$ cat src/logic/sdCard_settings.svh
// sd card settings: block geometry, SPI timing in bytes and the fixed card registers
`ifndef SDCARD_SETTINGS_SVH
`define SDCARD_SETTINGS_SVH

// storage geometry
`define BLOCK_BYTES        16
`define BLOCK_OFFSET_BITS  4
`define MEM_BLOCK_BITS     3          // eight blocks
`define MEM_DEPTH          ((1 << `MEM_BLOCK_BITS) * `BLOCK_BYTES)

// bus timing, counted in clocks or in 0xFF bytes
`define POWERUP_CLOCKS     74
`define N_CR_BYTES         1          // command end to response
`define N_AC_BYTES         1          // read R1 to start token
`define BUSY_CYCLES        64         // miso low after a write

// card constants
`define CARD_VHS           4'b0001    // 2.7-3.6 V
`define CARD_OCR           32'h40FF_8000 // ccs set, busy clear
`define START_TOKEN        8'hFE
`define DATA_CRC           16'hAAAA
`define DATA_ACCEPTED      8'h05

`endif

$ cat src/logic/sdCardPkg.sv
// shared types of the SPI-mode sd card: bus fields, memory addressing and controller states
`include "sdCard_settings.svh"

package sdCardPkg;

   typedef logic [7:0]  byteT;
   typedef logic [5:0]  cmdIndexT;         // command index field
   typedef logic [31:0] cmdArgT;           // command argument field

   // memory addressing
   typedef logic [`MEM_BLOCK_BITS-1:0]    blockIdxT;
   typedef logic [`BLOCK_OFFSET_BITS-1:0] byteOffsetT;
   typedef logic [`MEM_BLOCK_BITS+`BLOCK_OFFSET_BITS-1:0] memAddrT;

   // response shifting, longest word is R3/R7 at 40 bits
   typedef logic [39:0] respT;
   typedef logic [5:0]  respLenT;

   typedef enum logic [3:0] {
      powerUp,       // waiting out the power-up clocks
      idle,          // listening for a command
      waitNcr,       // gap before the response
      respond,       // command response on miso
      readGap,       // 0xFF bytes before the start token
      readBlock,     // token, data bytes, crc
      writeData,     // receiving the write block
      dataResp,      // data response token
      busy           // programming, miso held low
   } cardStateT;

endpackage

$ cat src/logic/blockMemory.sv
// card storage: byte-wide single-port array with registered read
`timescale 1ns/1ps
`include "sdCard_settings.svh"

module blockMemory (
   input  logic              sclk,
   input  logic              memWrite,
   input  sdCardPkg::memAddrT memAddr,
   input  sdCardPkg::byteT   memWData,
   output sdCardPkg::byteT   memRData
);
   import sdCardPkg::*;

   byteT mem [0:`MEM_DEPTH-1];

   always_ff @(posedge sclk) begin
      if (memWrite) begin
         mem[memAddr] <= memWData;
      end
      memRData <= mem[memAddr];    // read data one clock after the address
   end

endmodule

$ cat src/logic/cardController.sv
// card controller: power-up wait, command decode, init state, response building and block transfers
`timescale 1ns/1ps
`include "sdCard_settings.svh"

module cardController (
   input  logic                sclk,
   input  logic                rstn,
   input  logic                ncs,
   input  logic                cmdValid,
   input  sdCardPkg::cmdIndexT cmdIndex,
   input  sdCardPkg::cmdArgT   cmdArg,
   input  logic                dataByteValid,
   input  sdCardPkg::byteT     dataByte,
   input  logic                blockDone,
   input  logic                respDone,
   input  sdCardPkg::byteT     memRData,
   output logic                cmdListen,
   output logic                writeListen,
   output logic                respLoad,
   output sdCardPkg::respT     respWord,
   output sdCardPkg::respLenT  respLen,
   output logic                holdLow,
   output logic                memWrite,
   output sdCardPkg::memAddrT  memAddr,
   output sdCardPkg::byteT     memWData
);
   import sdCardPkg::*;

   cardStateT                   state;
   logic [6:0]                  powerCnt;
   logic [7:0]                  gapCnt;      // ncr, nac and busy clocks
   logic [`BLOCK_OFFSET_BITS:0] xferCnt;     // block bytes, then the crc
   blockIdxT                    blockIdx;
   byteOffsetT                  byteOff;
   logic                        appCmd;      // previous command was CMD55
   logic                        ready;       // set by ACMD41
   logic                        readCmd;
   logic                        writeCmd;
   respT                        cmdResp;     // held response, includes the CMD8 echo
   respLenT                     cmdRespLen;

   // decode of the incoming command
   byteT    r1Idle;
   logic [3:0] vhsEcho;
   respT    nextResp;
   respLenT nextLen;
   logic    nextRead;
   logic    nextWrite;

   assign r1Idle  = {7'b0, ~ready};
   assign vhsEcho = (cmdArg[11:8] == `CARD_VHS) ? cmdArg[11:8] : 4'b0000;

   always_comb begin
      nextResp  = {r1Idle | 8'h04, 32'b0};   // illegal command by default
      nextLen   = 6'd8;
      nextRead  = 1'b0;
      nextWrite = 1'b0;
      if (appCmd) begin
         if (cmdIndex == 6'd41) begin
            nextResp = '0;
         end
      end else begin
         case (cmdIndex)
            6'd0:  nextResp = {8'h01, 32'b0};
            6'd8: begin                        // R7
               nextResp = {r1Idle, 20'b0, vhsEcho, cmdArg[7:0]};
               nextLen  = 6'd40;
            end
            6'd55: nextResp = {r1Idle, 32'b0};
            6'd58: begin                       // R3, busy bit reports init done
               nextResp = {r1Idle, (`CARD_OCR | {ready, 31'b0})};
               nextLen  = 6'd40;
            end
            6'd17, 6'd24: begin
               if (ready) begin
                  nextResp  = '0;
                  nextRead  = (cmdIndex == 6'd17);
                  nextWrite = (cmdIndex == 6'd24);
               end
            end
            default: ;
         endcase
      end
   end

   // shifter feed
   always_comb begin
      respLoad = 1'b0;
      respWord = cmdResp;
      respLen  = cmdRespLen;
      case (state)
         waitNcr: respLoad = (gapCnt == `N_CR_BYTES * 8 - 1);
         readGap: begin
            respLoad = (gapCnt == `N_AC_BYTES * 8 - 1);
            respWord = {`START_TOKEN, 32'b0};
            respLen  = 6'd8;
         end
         readBlock: begin
            respLoad = respDone && (xferCnt <= `BLOCK_BYTES);
            if (xferCnt == `BLOCK_BYTES) begin
               respWord = {`DATA_CRC, 24'b0};
               respLen  = 6'd16;
            end else begin
               respWord = {memRData, 32'b0};  // prefetched during the previous byte
               respLen  = 6'd8;
            end
         end
         writeData: begin
            respLoad = blockDone;
            respWord = {`DATA_ACCEPTED, 32'b0};
            respLen  = 6'd8;
         end
         default: ;
      endcase
   end

   assign cmdListen   = (state == idle);
   assign writeListen = (state == writeData);
   assign holdLow     = (state == dataResp) || (state == busy);
   assign byteOff     = xferCnt[`BLOCK_OFFSET_BITS-1:0];
   assign memAddr     = {blockIdx, byteOff};
   assign memWrite    = writeListen && dataByteValid;
   assign memWData    = dataByte;

   always_ff @(posedge sclk) begin
      if (!rstn) begin
         state    <= powerUp;
         powerCnt <= '0;
         gapCnt   <= '0;
         xferCnt  <= '0;
         appCmd   <= 1'b0;
         ready    <= 1'b0;
         readCmd  <= 1'b0;
         writeCmd <= 1'b0;
      end else if (ncs && state != powerUp) begin
         state <= idle;                     // deselect aborts any transfer
      end else begin
         case (state)
            powerUp: begin
               powerCnt <= powerCnt + 7'd1;
               if (powerCnt == `POWERUP_CLOCKS - 1) state <= idle;
            end
            idle: begin
               if (cmdValid) begin
                  cmdResp    <= nextResp;
                  cmdRespLen <= nextLen;
                  readCmd    <= nextRead;
                  writeCmd   <= nextWrite;
                  blockIdx   <= cmdArg[`MEM_BLOCK_BITS-1:0];
                  appCmd     <= !appCmd && (cmdIndex == 6'd55);
                  if (!appCmd && cmdIndex == 6'd0) ready <= 1'b0;
                  if (appCmd && cmdIndex == 6'd41) ready <= 1'b1;
                  gapCnt <= '0;
                  state  <= waitNcr;
               end
            end
            waitNcr: begin
               gapCnt <= gapCnt + 8'd1;
               if (respLoad) state <= respond;
            end
            respond: begin
               if (respDone) begin
                  gapCnt  <= '0;
                  xferCnt <= '0;
                  if (readCmd) state <= readGap;
                  else if (writeCmd) state <= writeData;
                  else state <= idle;
               end
            end
            readGap: begin
               gapCnt <= gapCnt + 8'd1;
               if (respLoad) state <= readBlock;  // token loaded
            end
            readBlock: begin
               if (respDone) begin
                  xferCnt <= xferCnt + 1'b1;
                  if (!respLoad) state <= idle;   // crc has left
               end
            end
            writeData: begin
               if (dataByteValid) xferCnt <= xferCnt + 1'b1;
               if (blockDone) state <= dataResp;
            end
            dataResp: begin
               if (respDone) begin
                  gapCnt <= 8'd1;           // first busy clock goes out with this edge
                  state  <= busy;
               end
            end
            busy: begin
               gapCnt <= gapCnt + 8'd1;
               if (gapCnt == `BUSY_CYCLES - 1) state <= idle;
            end
            default: state <= idle;
         endcase
      end
   end

endmodule

$ cat src/logic/cmdReceiver.sv
// command receiver: frames 48-bit SPI commands from mosi and hands over index and argument
`timescale 1ns/1ps

module cmdReceiver (
   input  logic                sclk,
   input  logic                rstn,
   input  logic                ncs,
   input  logic                mosi,
   input  logic                cmdListen,
   output logic                cmdValid,
   output sdCardPkg::cmdIndexT cmdIndex,
   output sdCardPkg::cmdArgT   cmdArg
);

   // bitCnt 0 hunts the start bit, 1 waits for the transmission bit,
   // 2..39 are index and argument, 40..46 crc, 47 the end bit
   logic [5:0]  bitCnt;
   logic [37:0] fieldBits;             // index and argument, MSB first

   always_ff @(posedge sclk) begin
      if (!rstn) begin
         bitCnt   <= 6'd0;
         cmdValid <= 1'b0;
      end else begin
         cmdValid <= 1'b0;
         if (ncs || !cmdListen) begin
            bitCnt <= 6'd0;             // drop any partial frame
         end else if (bitCnt == 6'd0) begin
            if (!mosi) begin
               bitCnt <= 6'd1;          // start bit
            end
         end else if (bitCnt == 6'd1) begin
            if (mosi) begin
               bitCnt <= 6'd2;          // host to card
            end
         end else if (bitCnt == 6'd47) begin
            cmdValid <= 1'b1;           // end bit seen
            bitCnt   <= 6'd0;
         end else begin
            bitCnt <= bitCnt + 6'd1;
         end
      end
   end

   // field capture, crc bits are not kept
   always_ff @(posedge sclk) begin
      if (bitCnt >= 6'd2 && bitCnt <= 6'd39) begin
         fieldBits <= {fieldBits[36:0], mosi};
      end
      if (bitCnt == 6'd47) begin
         cmdIndex <= fieldBits[37:32];
         cmdArg   <= fieldBits[31:0];
      end
   end

endmodule

$ cat src/logic/dataReceiver.sv
// write data receiver: hunts the start token, delivers block bytes and swallows the data crc
`timescale 1ns/1ps
`include "sdCard_settings.svh"

module dataReceiver (
   input  logic            sclk,
   input  logic            rstn,
   input  logic            ncs,
   input  logic            mosi,
   input  logic            writeListen,
   output logic            dataByteValid,
   output sdCardPkg::byteT dataByte,
   output logic            blockDone
);
   import sdCardPkg::*;

   logic                        active;    // token found, collecting bytes
   logic [2:0]                  bitCnt;
   logic [`BLOCK_OFFSET_BITS:0] byteIdx;   // data bytes, then two crc bytes
   byteT                        window;    // last eight mosi bits
   byteT                        nextWindow;

   assign nextWindow = {window[6:0], mosi};

   always_ff @(posedge sclk) begin
      if (!rstn) begin
         active        <= 1'b0;
         bitCnt        <= 3'd0;
         byteIdx       <= '0;
         window        <= '0;
         dataByteValid <= 1'b0;
         blockDone     <= 1'b0;
      end else begin
         dataByteValid <= 1'b0;
         blockDone     <= 1'b0;
         if (ncs || !writeListen) begin
            active <= 1'b0;
            window <= '0;                    // seven fresh ones needed before a token
         end else if (!active) begin
            window <= nextWindow;
            if (nextWindow == `START_TOKEN) begin   // anything else is shifted past
               active  <= 1'b1;
               bitCnt  <= 3'd0;
               byteIdx <= '0;
            end
         end else begin
            window <= nextWindow;
            bitCnt <= bitCnt + 3'd1;
            if (bitCnt == 3'd7) begin
               byteIdx <= byteIdx + 1'b1;
               if (byteIdx < `BLOCK_BYTES) begin
                  dataByte      <= nextWindow;
                  dataByteValid <= 1'b1;
               end else if (byteIdx == `BLOCK_BYTES + 1) begin
                  blockDone <= 1'b1;         // second crc byte gone
                  active    <= 1'b0;
                  window    <= '0;
               end
            end
         end
      end
   end

endmodule

$ cat src/logic/responseShifter.sv
// response shifter: sends responses, tokens and data bytes on miso, MSB first, one bit per clock
`timescale 1ns/1ps

module responseShifter (
   input  logic               sclk,
   input  logic               rstn,
   input  logic               ncs,
   input  logic               respLoad,
   input  sdCardPkg::respT    respWord,
   input  sdCardPkg::respLenT respLen,
   input  logic               holdLow,
   output logic               respDone,
   output logic               miso
);
   import sdCardPkg::*;

   respT    shiftReg;
   respLenT bitsLeft;     // bits still to go after the one on miso

   always_ff @(posedge sclk) begin
      if (!rstn || ncs) begin
         bitsLeft <= '0;
         respDone <= 1'b0;
         miso     <= 1'b1;
      end else begin
         respDone <= 1'b0;
         if (respLoad) begin
            // first bit goes out right away so back-to-back words have no gap
            miso     <= respWord[39];
            shiftReg <= {respWord[38:0], 1'b0};
            bitsLeft <= respLen - 6'd1;
         end else if (bitsLeft != 6'd0) begin
            miso     <= shiftReg[39];
            shiftReg <= {shiftReg[38:0], 1'b0};
            bitsLeft <= bitsLeft - 6'd1;
            respDone <= (bitsLeft == 6'd1);   // last bit now on miso
         end else begin
            miso <= ~holdLow;                 // idle high, low while busy
         end
      end
   end

endmodule

$ cat src/logic/sdCardTop.sv
// sd card top: connects command and data receivers, controller, response shifter and storage
`timescale 1ns/1ps

module sdCardTop (
   input  logic sclk,
   input  logic rstn,
   input  logic ncs,
   input  logic mosi,
   output logic miso
);
   import sdCardPkg::*;

   // command path
   logic     cmdListen;
   logic     cmdValid;
   cmdIndexT cmdIndex;
   cmdArgT   cmdArg;

   // write data path
   logic writeListen;
   logic dataByteValid;
   byteT dataByte;
   logic blockDone;

   // response path
   logic    respLoad;
   respT    respWord;
   respLenT respLen;
   logic    respDone;
   logic    holdLow;

   // storage
   logic    memWrite;
   memAddrT memAddr;
   byteT    memWData;
   byteT    memRData;

   cmdReceiver u_cmdReceiver (
      .sclk(sclk), .rstn(rstn), .ncs(ncs), .mosi(mosi), .cmdListen(cmdListen),
      .cmdValid(cmdValid), .cmdIndex(cmdIndex), .cmdArg(cmdArg)
   );

   dataReceiver u_dataReceiver (
      .sclk(sclk), .rstn(rstn), .ncs(ncs), .mosi(mosi), .writeListen(writeListen),
      .dataByteValid(dataByteValid), .dataByte(dataByte), .blockDone(blockDone)
   );

   cardController u_cardController (
      .sclk(sclk), .rstn(rstn), .ncs(ncs),
      .cmdValid(cmdValid), .cmdIndex(cmdIndex), .cmdArg(cmdArg),
      .dataByteValid(dataByteValid), .dataByte(dataByte), .blockDone(blockDone),
      .respDone(respDone), .memRData(memRData),
      .cmdListen(cmdListen), .writeListen(writeListen),
      .respLoad(respLoad), .respWord(respWord), .respLen(respLen), .holdLow(holdLow),
      .memWrite(memWrite), .memAddr(memAddr), .memWData(memWData)
   );

   responseShifter u_responseShifter (
      .sclk(sclk), .rstn(rstn), .ncs(ncs), .respLoad(respLoad), .respWord(respWord),
      .respLen(respLen), .holdLow(holdLow), .respDone(respDone), .miso(miso)
   );

   blockMemory u_blockMemory (
      .sclk(sclk), .memWrite(memWrite), .memAddr(memAddr),
      .memWData(memWData), .memRData(memRData)
   );

endmodule

$ cat config.mk
export PLATFORM = sky130hd
export DESIGN_NAME = sdCardTop
export DESIGN_NICKNAME = d
export VERILOG_FILES = /design/src/logic/sdCardPkg.sv /design/src/logic/blockMemory.sv /design/src/logic/cardController.sv /design/src/logic/cmdReceiver.sv /design/src/logic/dataReceiver.sv /design/src/logic/responseShifter.sv /design/src/logic/sdCardTop.sv
export VERILOG_INCLUDE_DIRS = /design/src /design/src/logic
export SDC_FILE = /design/constraint.sdc
export NUM_CORES = 1
export LEC_CHECK = 0
export BUFFER_PORTS_ARGS = -buffer_cell sky130_fd_sc_hd__buf_2
export CORE_MARGIN = 8
export CORE_UTILIZATION = 25
export CTS_CLUSTER_DIAMETER = 30
export CTS_CLUSTER_SIZE = 20
export DETAILED_ROUTE_END_ITERATION = 10
export PLACE_DENSITY_LB_ADDON = 0.3
export SLEW_MARGIN = 0
export SYNTH_ARGS = -nofsm -noshare
export SYNTH_HDL_FRONTEND = slang
export SYNTH_SLANG_ARGS = --single-unit
$ cat constraint.sdc
create_clock -name sclk -period 9.5 [get_ports sclk]
set_input_delay 0 -clock sclk [delete_from_list [all_inputs] [get_ports sclk]]
set_output_delay 0 -clock sclk [all_outputs]
set_load 0.01 [all_outputs]
==> metrics.md, run 1 <==
| Metric | Value |
|---|---|
| Main synth FF type | `edfxtp_1` |
| Failing checks | `max-capacitance violations, max-slew violations` |
| Initial DRC count | `~2700` |
| Reg clk slew, reported paths | `0.04 ns` |
| Io pins | `5` |
| P&R area growth vs syn | `25.5%` |
| DR vias/cell | `between 4 and 5` |
| CP Max Fanout | `73` |
| M2 GR Usage | `0.207` |
| Die X | `455 microns` |
| GRT met3 Usage | `0.0352` |
| Most common cell after layout, fill and taps aside | `edfxtp_1` |
| Final min period | `5.29 ns` |
| Vias in the first global route | `27800` |
| Share of cells above drive strength 1 | `0.216` |
| CTS Buffer Depth | `4` |
| Outcome | `complete, but fails checks` |
| ANT nets after route | `0` |
| CP max-delay cell | `nor2_1` |
| Core area | `0.192 sq mm` |
| Slowest stage delay, CP | `1.34 ns` |
| Worst Hold Class | `in -> reg` |
| Critical path's top delay family | `simple AND/OR/NAND/NOR gates` |
| Most frequent cells in the layout | `edfxtp_1 (1147), clkbuf_16 (298), nor2_1 (204), nand2_1 (170), mux2i_1 (119)` |
| Startpoint types | `flop` |
| Number of synthesized register bits | `1216` |
| Initial antenna violation count | `2` |
| Final hold violation count | `0` |
| Final WL | `~140000 microns` |
| Cells after Synth | `2783` |
| Root buf cell | `clkbuf_16` |
| Via count | `between 20000 and 30000` |
| Slew Limit Fails | `8` |
| TritonCTS clock tree | `built` |
| Setup TNS | `0 ns` |
| CP bufs+invs | `1` |
| WP data arrival | `5.73 ns` |
| Crit end category | `flop` |
| Drt first pass iters | `5` |
| Fmax | `between 150 and 200 MHz` |
| EDFF count, synth | `roughly 1100` |
| Final period utilization | `0.557` |
| H-tree Lvls | `5` |
| Worst Tran Pin Value | `1.53 ns` |
| Fin nets | `approximately 3000` |
| Final Core Density | `0.315` |
| Max-cap viol count | `1` |
| Seq/Total Area, Yosys | `0.744` |
| Most used cell, CP | `nor2_1` |
| Finish-stage setup viols | `0` |
| RSZ-0062 raised after global routing | `false` |
| Num CTS Buffers | `slightly below 300` |
| Detailed Place HPWL | `just over 80000 microns` |
| P_leak | `0.0198 uW` |
| CP Data Required Time | `a little under 10 ns` |
| Clk_skew | `0.0754 ns` |
| Drt wl/cell | `25.1 microns` |
| Total Die Area | `0.207 sq mm` |
| Row count | `161` |
| Post-Syn Area | `0.0481 sq mm` |
| Met1 Use GR | `0.178` |
| Gr ovfl total | `0` |
| Pwr/cell area | `263 mW/mm^2` |
| Die Height | `455 microns` |
| Synth Warn # | `0` |
| GR peak layer | `met2` |
| Syn_area_per_cell | `~17 sq um` |
| GPL Wtd Cong | `around 0.85` |
| # DRC | `0` |
| Worst-skew pair later-pin latency | `0.88 ns` |
| Port Buffers | `4` |
| Asr flop ratio synth | `0` |
| Critical path class | `reg -> reg` |
| Clock Sinks | `1216` |
| Starting Density | `0.251` |
| Largest net degree at the start of global routing | `100` |
| Slew HR | `-0.0263` |
| Postcts setup bufs | `0` |
| CP Cell Sequence | `buf_12 -> nand2b_1 -> nor2_1 -> nand2_2 -> nor2_1` |
| GR Util All Layers | `0.135` |
| Yosys cell types | `89` |
| Worst vdd ir | `0.177 mV` |
| First-pass GRT wire length | `206000 microns` |
| Post-CTS Resized | `0` |
-- metrics by stage --
step	setup WS, ns	instance area [sq um]	cells	power, uW	hold slack [ns]
after global placement	4.34	50800	5211	6310	0.403
after global routing	4.28	60400	5719	16300	0.0947
after detailed placement	4.30	50800	5211	6320	0.404
after CTS	4.25	60400	5719	16000	0.0692
final	4.21	60400	5720	15900	0.0704
after floorplan	5.93	48200	2785	6250	0.0989
-- worst paths after layout --
| path | from | endpoint | slack (ns) | cells past startpoint |
|---|---|---|---|---|
| hold / removal | mosi | u_dataReceiver.dataByte[0]$_DFFE_PP_ | 0.07 | 2 |
| hold reg to reg | u_cmdReceiver.fieldBits[31]$_DFFE_PP_ | u_cmdReceiver.fieldBits[32]$_DFFE_PP_ | 0.40 | 0 |
| setup / recovery | u_cardController.xferCnt[0]$_SDFFE_PN0P_ | u_blockMemory.mem[54][2]$_DFFE_PP_ | 4.21 | 5 |
| setup reg to reg | u_cardController.xferCnt[0]$_SDFFE_PN0P_ | u_blockMemory.mem[54][2]$_DFFE_PP_ | 4.21 | 5 |
-- registers in the layout (all words and copies together), names as in the netlist, 3 cells and up --
register and flops:
u_cmdReceiver.bitCnt 6, u_cmdReceiver.cmdArg 12, u_cmdReceiver.cmdIndex 6, u_cardController.blockIdx 3, u_dataReceiver.window 7, u_blockMemory.memRData 8, u_cardController.xferCnt 5, u_cardController.cmdResp 16
u_dataReceiver.byteIdx 5, u_cardController.gapCnt 8, u_cardController.state 4, u_blockMemory.mem 1024, u_responseShifter.bitsLeft 6, u_dataReceiver.bitCnt 3, u_cardController.powerCnt 7, u_responseShifter.shiftReg 39
u_dataReceiver.dataByte 8, u_cmdReceiver.fieldBits 38
-- repair_timing --
item,CTS,global route
endpoints found under the setup margin,0,0
hold endpoints to repair,68,0
hold buffers,4,0
-- cell usage after synthesis (17+ instances only) --
master	number	area, sq um
edfxtp_1	1147	34400
nor2_1	207	777
nand2_1	173	649
mux2i_1	119	1190
mux4_2	103	2320
a221oi_1	76	666
dfxtp_1	69	1380
a21oi_1	62	310
buf_2	57	285
a22oi_1	53	398
o21ai_0	52	260
mux2_2	51	574
clkbuf_1	47	176
and2_1	37	231
o22ai_1	36	225
nand3_1	34	170
buf_4	25	188
buf_6	22	248
inv_1	21	78.8
nor3_1	21	105
nor2b_1	18	113
ha_1	17	213
nand2b_1	17	106
-- routing by layer --
layer	part of all wire	vias up	routed length, microns
li1	-	11700	-
met1	0.42	14300	60500
met2	0.45	1219	65100
met3	0.080	372	11400
met4	0.046	0	6550
met5	0	-	0
-- area by class of cell --
| type | count | area [sq um] |
|---|---|---|
| clock inverter | 158 | 1860 |
| antenna | 1 | 2.50 |
| sequential | 1216 | 35800 |
| fill | 18500 | 132000 |
| clock buffer | 346 | 7690 |
| inverter | 22 | 83.8 |
| tap | 2526 | 3160 |
| multi-input combinational | 1382 | 11200 |
| timing repair buffer | 69 | 556 |
-- where the power goes --
| part | total, uW | leakage (uW) | switching, uW | internal, uW |
|---|---|---|---|---|
| registers | 5930 | 0.0114 | 45.2 | 5880 |
| clock network | 9680 | 0.00458 | 2970 | 6710 |
| logic | 291 | 0.00379 | 173 | 118 |
| total | 15900 | 0.0198 | 3180 | 12700 |
-- cells by family after synthesis --
kind of cell    share of synthesized area
flops                               0.744
mux                                0.0949
compound gates                     0.0691
xor+xnor                          0.00489
other cells                     0.0000779
fa+ha+maj                         0.00442
simple gates                       0.0584
buf+inv                            0.0240
Note: power is estimated with default switching activity, not from simulation.
==> inputs of run 2 (changes only) <==
- clock period: 9.5 -> 5.2 ns (I/O delays scaled with it)
==> run 2 against run 1 <==
Net effect: the flow still finishes with violations (max-capacitance violations, max-slew violations); global-route usage down 0.16 points; non-clock buffer count up 31; worst hold slack worse by 0.027 ns; register-to-register slack worse by 3.4 ns; highest routed layer is now met5; combinational power up 85%; clock skew up 0.013 ns; sequential power up 82%; first-iteration DRC count up 8.8%.
==> metrics.md, run 2 (synthesis results as in run 1) <==
| Metric | Value |
|---|---|
| Most flops, register | `u_blockMemory.mem` |
| Clock Sinks | `1216 (unchanged)` |
| Post-CTS Resized | `0 (unchanged)` |
| Initial antenna violation count | `5 (+3)` |
| ANT nets after route | `0 (unchanged)` |
| CP max-delay cell | `nor2b_2` |
| Placed Instances | `5242 (+0.59%)` |
| Worst-skew pair later-pin latency | `0.88 ns (about the same)` |
| Final WL | `142000 microns (-1.4%)` |
| Startpoint types | `flop` |
| First-pass GRT wire length | `204000 microns (-1.2%)` |
| DR vias/cell | `4.78 (-0.86%)` |
| Via count | `27500 (-0.39%)` |
| Finish-stage setup viols | `0 (unchanged)` |
| Initial DRC count | `2930 (+8.8%)` |
| GPL Wtd Cong | `0.852 (+0.38%)` |
| CP Max Fanout | `43 (-41%)` |
| Reg clk slew, reported paths | `0.05 ns (about the same)` |
| WP data arrival | `5.05 ns (-0.68 ns)` |
| Postcts setup bufs | `0 (unchanged)` |
| CP Data Required Time | `5.90 ns (-4.04 ns)` |
| Die X | `455 microns (unchanged)` |
| Max-cap viol count | `1 (unchanged)` |
| TritonCTS clock tree | `built` |
| Io pins | `5 (unchanged)` |
| Root buf cell | `clkbuf_16` |
| Crit end category | `flop` |
| Top flop regs | `u_blockMemory.mem x1024, u_responseShifter.shiftReg x39, u_cmdReceiver.fieldBits x38` |
| Worst Tran Pin Value | `1.57 ns (+0.0369 ns)` |
| Port Buffers | `4 (unchanged)` |
| Total Die Area | `0.207 sq mm (unchanged)` |
| Row count | `161 (unchanged)` |
| Slew HR | `-0.0519 (-0.0256)` |
| Largest net degree at the start of global routing | `79 (-21%)` |
| Drt wl/cell | `24.6 microns (-1.9%)` |
| CP Cell Sequence | `buf_4 -> nor2b_2 -> a22oi_1 -> o21ai_0 -> a211oi_1 -> o311ai_0 -> nand4_1` |
| H-tree Lvls | `5 (unchanged)` |
| Final hold violation count | `0 (unchanged)` |
| Fin nets | `3033 (+1.0%)` |
| Core area | `0.192 sq mm (unchanged)` |
| RSZ-0062 raised after global routing | `false` |
| Outcome | `complete, but fails checks` |
| Final cell count without fillers | `5747 (+0.47%)` |
| Share of cells above drive strength 1 | `0.224 (+0.00712)` |
| Most frequent cells in the layout | `edfxtp_1 (1147), clkbuf_16 (295), nor2_1 (204), nand2_1 (173), mux2i_1 (119)` |
| Vias in the first global route | `27800 (-0.12%)` |
| Most common cell after layout, fill and taps aside | `edfxtp_1` |
| Num CTS Buffers | `290 (-0.34%)` |
| Starting Density | `0.251 (unchanged)` |
| Final period utilization | `0.838 (+0.281)` |
| Slew Limit Fails | `15 (+7)` |
| P_leak | `0.0198 uW (about the same)` |
| Die Height | `455 microns (unchanged)` |
| Ant diodes | `0 (-1)` |
| P&R area growth vs syn | `25.8%` |
| # DRC | `0 (unchanged)` |
| Worst vdd ir | `0.323 mV (+83%)` |
| Clk_skew | `0.0885 ns (+0.0130 ns)` |
| GR Util All Layers | `0.134 (-0.00161)` |
| Failing checks | `max-capacitance violations, max-slew violations` |
| Critical path class | `reg -> reg` |
| Drt first pass iters | `6 (+1)` |
| Worst Hold Class | `in -> reg` |
| Detailed Place HPWL | `84100 microns (+1.1%)` |
| Critical path's top delay family | `simple AND/OR/NAND/NOR gates` |
| Pwr/cell area | `477 mW/mm^2 (+81%)` |
| CP bufs+invs | `1 (unchanged)` |
| Worst hold slack | `0.0438 ns (-0.0266 ns)` |
| Slowest stage delay, CP | `1.35 ns (about the same)` |
| Setup TNS | `0 ns (unchanged)` |
| Fmax | `230 MHz (+21%)` |
| Gr ovfl total | `0 (unchanged)` |
| Final min period | `4.36 ns (-0.935 ns)` |
| CTS Buffer Depth | `4 (unchanged)` |
| Largest register FFs | `1024 (unchanged)` |
## run 2: cell types whose count changed in the layout (fill, tap and decap cells not counted), sizes merged, moves of 3 or more
cell and delta:
clkinv +6, clkbuf -12, buf +31, inv +3
## run 2: final timing paths
path         slack (ns)                                      from                               endpoint  depth (start not counted)
max                0.84  u_cardController.xferCnt[0]$_SDFFE_PN0P_      u_blockMemory.memRData[7]$_DFF_P_                          7
min                0.04                                      mosi   u_cmdReceiver.fieldBits[0]$_DFFE_PP_                          2
max reg2reg        0.84  u_cardController.xferCnt[0]$_SDFFE_PN0P_      u_blockMemory.memRData[7]$_DFF_P_                          7
min reg2reg        0.40     u_cmdReceiver.fieldBits[15]$_DFFE_PP_  u_cmdReceiver.fieldBits[16]$_DFFE_PP_                          0
## run 2: area by class of cell
class	instances	area (sq um)
inverters	22	83.8
repair buffers	100	801
well taps	2526	3160
clock inverters	167	1910
multi-input cells	1382	11200
clock buffers	334	7570
fillers	18500	131000
flip-flops and latches	1216	35800
## run 2: through the flow
| stage | cell area [sq um] | setup WS, ns | utilization | power [uW] |
|---|---|---|---|---|
| floorplan | 48200 | 1.63 | - | 11400 |
| global placement | 51100 | 0.979 | 0.266 | 11500 |
| detailed placement | 51100 | 0.938 | 0.266 | 11500 |
| CTS | 60600 | 0.908 | 0.316 | 29200 |
| global route | 60600 | 0.837 | 0.316 | 29700 |
| finish | 60600 | 0.843 | 0.316 | 28900 |
## run 2: report_power, final
| group | total (uW) | internal, uW | leakage, uW | switching [uW] |
|---|---|---|---|---|
| Sequential | 10800 | 10800 | 0.0113 | 76.8 |
| Clock | 17600 | 12200 | 0.00457 | 5370 |
| Combinational | 538 | 219 | 0.00394 | 319 |
| Total | 28900 | 23200 | 0.0198 | 5770 |
## run 2: metal layers
| metal | part of all wire | GRT usage | routed length (microns) |
|---|---|---|---|
| met1 | 0.43 | 0.181 | 61000 |
| met4 | 0.038 | 0.0563 | 5360 |
| met3 | 0.072 | 0.0297 | 10200 |
| met5 | 0.00013 | 0 | 19 |
| met2 | 0.46 | 0.207 | 64900 |
## run 2: what timing repair did
action                     4_1_cts  5_1_grt
hold endpoints to repair        63        0
setup endpoints to repair        0        0
hold buffers                     4        0
